### src/source/sad_pkg.sv
// shared widths, counts and bus types for the self-attention engine
// input beat, Q/K/V buffer write and read requests, projected vectors
package sad_pkg;

    // ########################################################################
    // dimensions and widths
    // ########################################################################

    localparam int DIM      = 8;
    localparam int ELEMS    = 64;
    localparam int IN_BEATS = 192;
    localparam int DATA_W   = 8;
    // sum of eight 8x8 products
    localparam int PROJ_W   = 19;
    // sum of eight 19x19 products
    localparam int SCORE_W  = 41;
    // after relu and divide by three, unsigned
    localparam int SCALED_W = 40;
    localparam int OUT_W    = 63;
    localparam int ROWS_W   = 4;
    localparam int IDX_W    = 6;

    // ########################################################################
    // bus types
    // ########################################################################

    // one input beat
    typedef struct packed {
        logic                     valid;
        logic [ROWS_W-1:0]        rows;
        logic signed [DATA_W-1:0] x;
        logic signed [DATA_W-1:0] wq;
        logic signed [DATA_W-1:0] wk;
        logic signed [DATA_W-1:0] wv;
    } sad_in_t;

    typedef enum logic [1:0] {
        SEL_Q = 2'd0,
        SEL_K = 2'd1,
        SEL_V = 2'd2
    } qkv_sel_t;

    // one buffer write, idx is row-major
    typedef struct packed {
        logic              valid;
        qkv_sel_t          sel;
        logic [IDX_W-1:0]  idx;
        logic [PROJ_W-1:0] data;
    } qkv_wr_t;

    // row picks the Q row, col picks the K row and the V column
    typedef struct packed {
        logic [2:0] row;
        logic [2:0] col;
    } qkv_rd_t;

    typedef logic [DIM-1:0][PROJ_W-1:0] proj_vec_t;

endpackage

### src/source/sad_qkv_buffer.sv
// Q/K/V register store
// three 64-entry arrays written through one steered port,
// combinational Q row, K row and transposed V column reads
`timescale 1ns/1ps

module sad_qkv_buffer import sad_pkg::*; (
    input  logic      clk,
    input  logic      rst_n,
    input  qkv_wr_t   wr,
    input  qkv_rd_t   rd,
    output proj_vec_t q_row,
    output proj_vec_t k_row,
    output proj_vec_t v_col
);

    logic [PROJ_W-1:0] q_mem [ELEMS];
    logic [PROJ_W-1:0] k_mem [ELEMS];
    logic [PROJ_W-1:0] v_mem [ELEMS];

    // ########################################################################
    // write port
    // ########################################################################

    always_ff @(posedge clk or negedge rst_n) begin
        if (!rst_n) begin
            for (int i = 0; i < ELEMS; i++) begin
                q_mem[i] <= '0;
                k_mem[i] <= '0;
                v_mem[i] <= '0;
            end
        end else if (wr.valid) begin
            case (wr.sel)
                SEL_Q:   q_mem[wr.idx] <= wr.data;
                SEL_K:   k_mem[wr.idx] <= wr.data;
                default: v_mem[wr.idx] <= wr.data;
            endcase
        end
    end

    // ########################################################################
    // read ports
    // ########################################################################

    // K is read by row so that Q*K^T needs no transpose,
    // V is gathered down a column from eight rows
    always_comb begin
        for (int c = 0; c < DIM; c++) begin
            q_row[c] = q_mem[rd.row * DIM + c];
            k_row[c] = k_mem[rd.col * DIM + c];
            v_col[c] = v_mem[c * DIM + rd.col];
        end
    end

endmodule

### config.mk
export PLATFORM = sky130hd
export DESIGN_NAME = sad_qkv_buffer
export DESIGN_NICKNAME = d
export VERILOG_FILES = /design/src/source/sad_pkg.sv /design/src/source/sad_qkv_buffer.sv
export SDC_FILE = /design/constraint.sdc
export NUM_CORES = 2
export LEC_CHECK = 0
export BUFFER_PORTS_ARGS = -buffer_cell sky130_fd_sc_hd__buf_2
export CORE_ASPECT_RATIO = 0.8
export CORE_MARGIN = 1.5
export CORE_UTILIZATION = 50
export DETAILED_ROUTE_END_ITERATION = 8
export GPL_ROUTABILITY_DRIVEN = 0
export PLACE_DENSITY = 0.66
export SETUP_SLACK_MARGIN = 0.4
export SYNTH_ARGS = -nofsm -noshare
export SYNTH_HDL_FRONTEND = slang
export SYNTH_SLANG_ARGS = --single-unit
### constraint.sdc
create_clock -name clk -period 2.9 [get_ports clk]
set_input_delay 0 -clock clk [delete_from_list [all_inputs] [get_ports clk]]
set_output_delay 0 -clock clk [all_outputs]
set_load 0.05 [all_outputs]
==> reports/metrics.yaml <==
route:
  via_count: 91400
  wire_per_inst_um: 30.4
  first_pass_iters: 5
  drt-initial-drc-count: 6605
  wl_um: 453000
  ant_nets: 0
  drc: 0
  viasPerCell: 6.14
clock_tree:
  cts.clk_slew.worst_paths_ns: 0.07
  root_buffer: "clkbuf_16"
  cts.sinks: 3648
  insertion_delay_ns: 0.91
  cts_max_level: 5
  cts_buffers: 370
  clock_path_buffers: 4
  cts_setup_buffers: 0
  cts_tree: "done"
power_and_ir_drop:
  max-vdd-ir-drop_mv: 0.516
  comb_power_share: 0.107
  seqPwrFrac: 0.475
  power_density_nw_per_um2: 624
  intPower_mw: 87.4
  switchingPower_mw: 29.2
  p_sw_frac: 0.250
  clkPwrFrac: 0.418
  leakage_nw: 92.1
floorplan:
  die_y_um: 517
  rows: 188
  core_region_area_um2: 328000
  pin_count: 492
  die-area_um2: 333000
  start_util: 0.503
  die_w_um: 645
sta:
  maxSlewHeadroom: 0.320
  finalSetupViolCount: 0
  rsz0062_at_grt: "no"
  finalCritPeriodShare: 0.850
  max_slew.worst_pin.slew_ns: 1.02
  hold_viol: 0
  setup_tns_ns: 0
  period_needed_ns: 2.47
  finClkSkew_ns: 0
  slew_violations: 0
  fmax_ghz: 0.406
finish:
  drive_gt1_frac: 0.604
  nets: 10300
  area_growth_pct: 13.3
  post-route-util: 0.569
worst_setup_path:
  worstReg2RegEnd: "v_mem[1035]"
  cp.arrival_ns: 3.25
  crit_path_max_fanout: 44
  crit_type: "primary input to flop"
  cp-endpoint: "q_mem[507]"
  endpoint_kind: "flop"
  rr_worst_depth: 1
  critPathLaunchType: "primary input"
  crit_start: "wr[25]"
  rrSetupSlack_ns: 2.09
  crit_required_ns: 3.69
  reg2reg_from: "v_mem[1035]"
yosys:
  yosysTopAreaCell: "dfrtp_1"
  synth-warning-count: 0
  syn_nets: 9834
  synth_edf_count: 0
  ys_ff_latch: 3648
  synth_cell_types: 31
  synth.top_cell.area_share: 0.553
  yosysSeqAreaShare: 0.553
  synthArstFlopShare: 1.00
  syn_area_per_cell_um2: 16.8
  synthCells: 9798
  synth_area_um2: 165000
  synthFlopType: "dfrtp_1"
  synthTopCellsByArea: "dfrtp_1 55%, mux2_2 25%, mux4_2 12%"
global_route:
  grt_overflow: 0
  track_usage: 0.272
  grt_pass1_vias: 98600
  grt_max_degree: 154
  antenna_found_initial: 32
  grt_pass1_wl_um: 674000
status:
  status: "complete, no violations"
hold_path:
  worst_hold_path_type: "primary input to asynchronous set/reset pin"
placement:
  dpl.hpwl_um: 290000
  place.port_buffers: 491
run:
  max_cap_viol_count: 0
cell usage in the layout, fill, tap and decap left out, types with 4 or more instances in the layout:
| cell type | instances |
|---|---|
| buf_12 | 136 |
| buf_2 | 458 |
| buf_4 | 328 |
| buf_6 | 20 |
| buf_8 | 5 |
| bufinv_16 | 24 |
| clkbuf_1 | 82 |
| clkbuf_16 | 375 |
| clkbuf_8 | 92 |
| clkinv_16 | 4 |
| clkinv_2 | 55 |
| clkinvlp_4 | 13 |
| dfrtp_1 | 3648 |
| diode_2 | 14 |
| dlygate4sd3_1 | 25 |
| inv_6 | 6 |
| mux2_1 | 387 |
| mux2_2 | 3700 |
| mux2_4 | 17 |
| mux4_2 | 912 |
| nand3_1 | 17 |
| nand3_2 | 85 |
| nand3_4 | 30 |
| nand4b_4 | 4 |
| nor3_4 | 60 |
| nor4b_4 | 4 |
Yosys cell counts (3+ instances only):
library cell,number
mux2_2,3717
dfrtp_1,3648
mux4_2,912
clkbuf_1,555
mux2_1,387
buf_2,228
nand3_2,85
buf_4,60
nor3_4,60
buf_1,48
nand3_4,30
buf_6,20
nand3_1,17
nand4b_4,4
and4bb_1,3
and4bb_2,3
nor4b_2,3
registers in the layout (all words and copies together) (netlist names):
signal / count
k_mem: 1216
q_mem: 1216
v_mem: 1216
worst max-delay path, cell delays in order:
cell and delay [ns]:
dlygate4sd3_1 0.53, buf_2 0.15, nor3b_2 0.16, dlygate4sd3_1 0.63, buf_12 0.33, nand3_2 0.80
mux2_2 0.57
layout make-up:
type                            count  area, um^2
Clock inverter                    109        1380
Multi-Input combinational cell   5238       69700
Antenna cell                       14        35.0
Timing Repair Buffer              974        8040
Sequential cell                  3648       91300
Fill cell                       24800      141000
Clock buffer                      549       11000
Tap cell                         4370        5470
kinds of logic after synthesis:
family,Yosys count,share of synthesized area
simple gates,222,0.0170
mux,5016,0.405
flops,3648,0.553
buf+inv,912,0.0248
metrics by stage:
stage                     hold slack (ns)  setup WS, ns  instance area, um^2  power [mW]  std cells
after global routing                0.140         0.399               187000         121      14900
after CTS                          0.0839         0.372               187000         118      14900
after detailed placement         -0.00919         0.448               174000        68.8      14200
after global placement            0.00395         0.459               174000        68.2      14200
after floorplan                    -0.296         0.979               165000        63.9       9798
final                               0.125         0.435               187000         117      14900
power by group through the flow:
stage / sequential, mW / combinational, mW / clock [mW]
floorplan: 55.7 / 8.23 / 0
global placement: 55.9 / 12.2 / 0
detailed placement: 56.2 / 12.6 / 0
CTS: 55.3 / 12.7 / 49.6
global route: 55.7 / 13.3 / 51.6
finish: 55.4 / 12.5 / 48.7
repair_timing:
| action | CTS | global route |
|---|---|---|
| gates resized for setup | 20 | 4 |
| endpoints found under the hold margin | 4963 | 0 |
| hold buffers | 25 | 0 |
| setup endpoints to repair | 17 | 2 |
per-layer routing:
metal	vias up	wire, um	share of wire	global-route usage
li1	37600	-	-	-
met5	-	21	0.000046	0
met3	590	24700	0.055	0.0419
met4	4	12900	0.028	0.0722
met2	2241	208000	0.46	0.422
met1	51000	207000	0.46	0.403
how the worst min path moves through the flow:
stage	start	endpoint	cells past startpoint	slack [ns]
finish	rst_n	q_mem[677]	3	0.12
global route	rst_n	q_mem[862]	3	0.14
CTS	rst_n	q_mem[527]	3	0.08
detailed placement	rst_n	q_mem[544]	1	-0.009
global placement	rst_n	q_mem[544]	1	0.004
floorplan	rst_n	k_mem[0]	0	-0.30
Note: power is estimated with default switching activity, not from simulation.
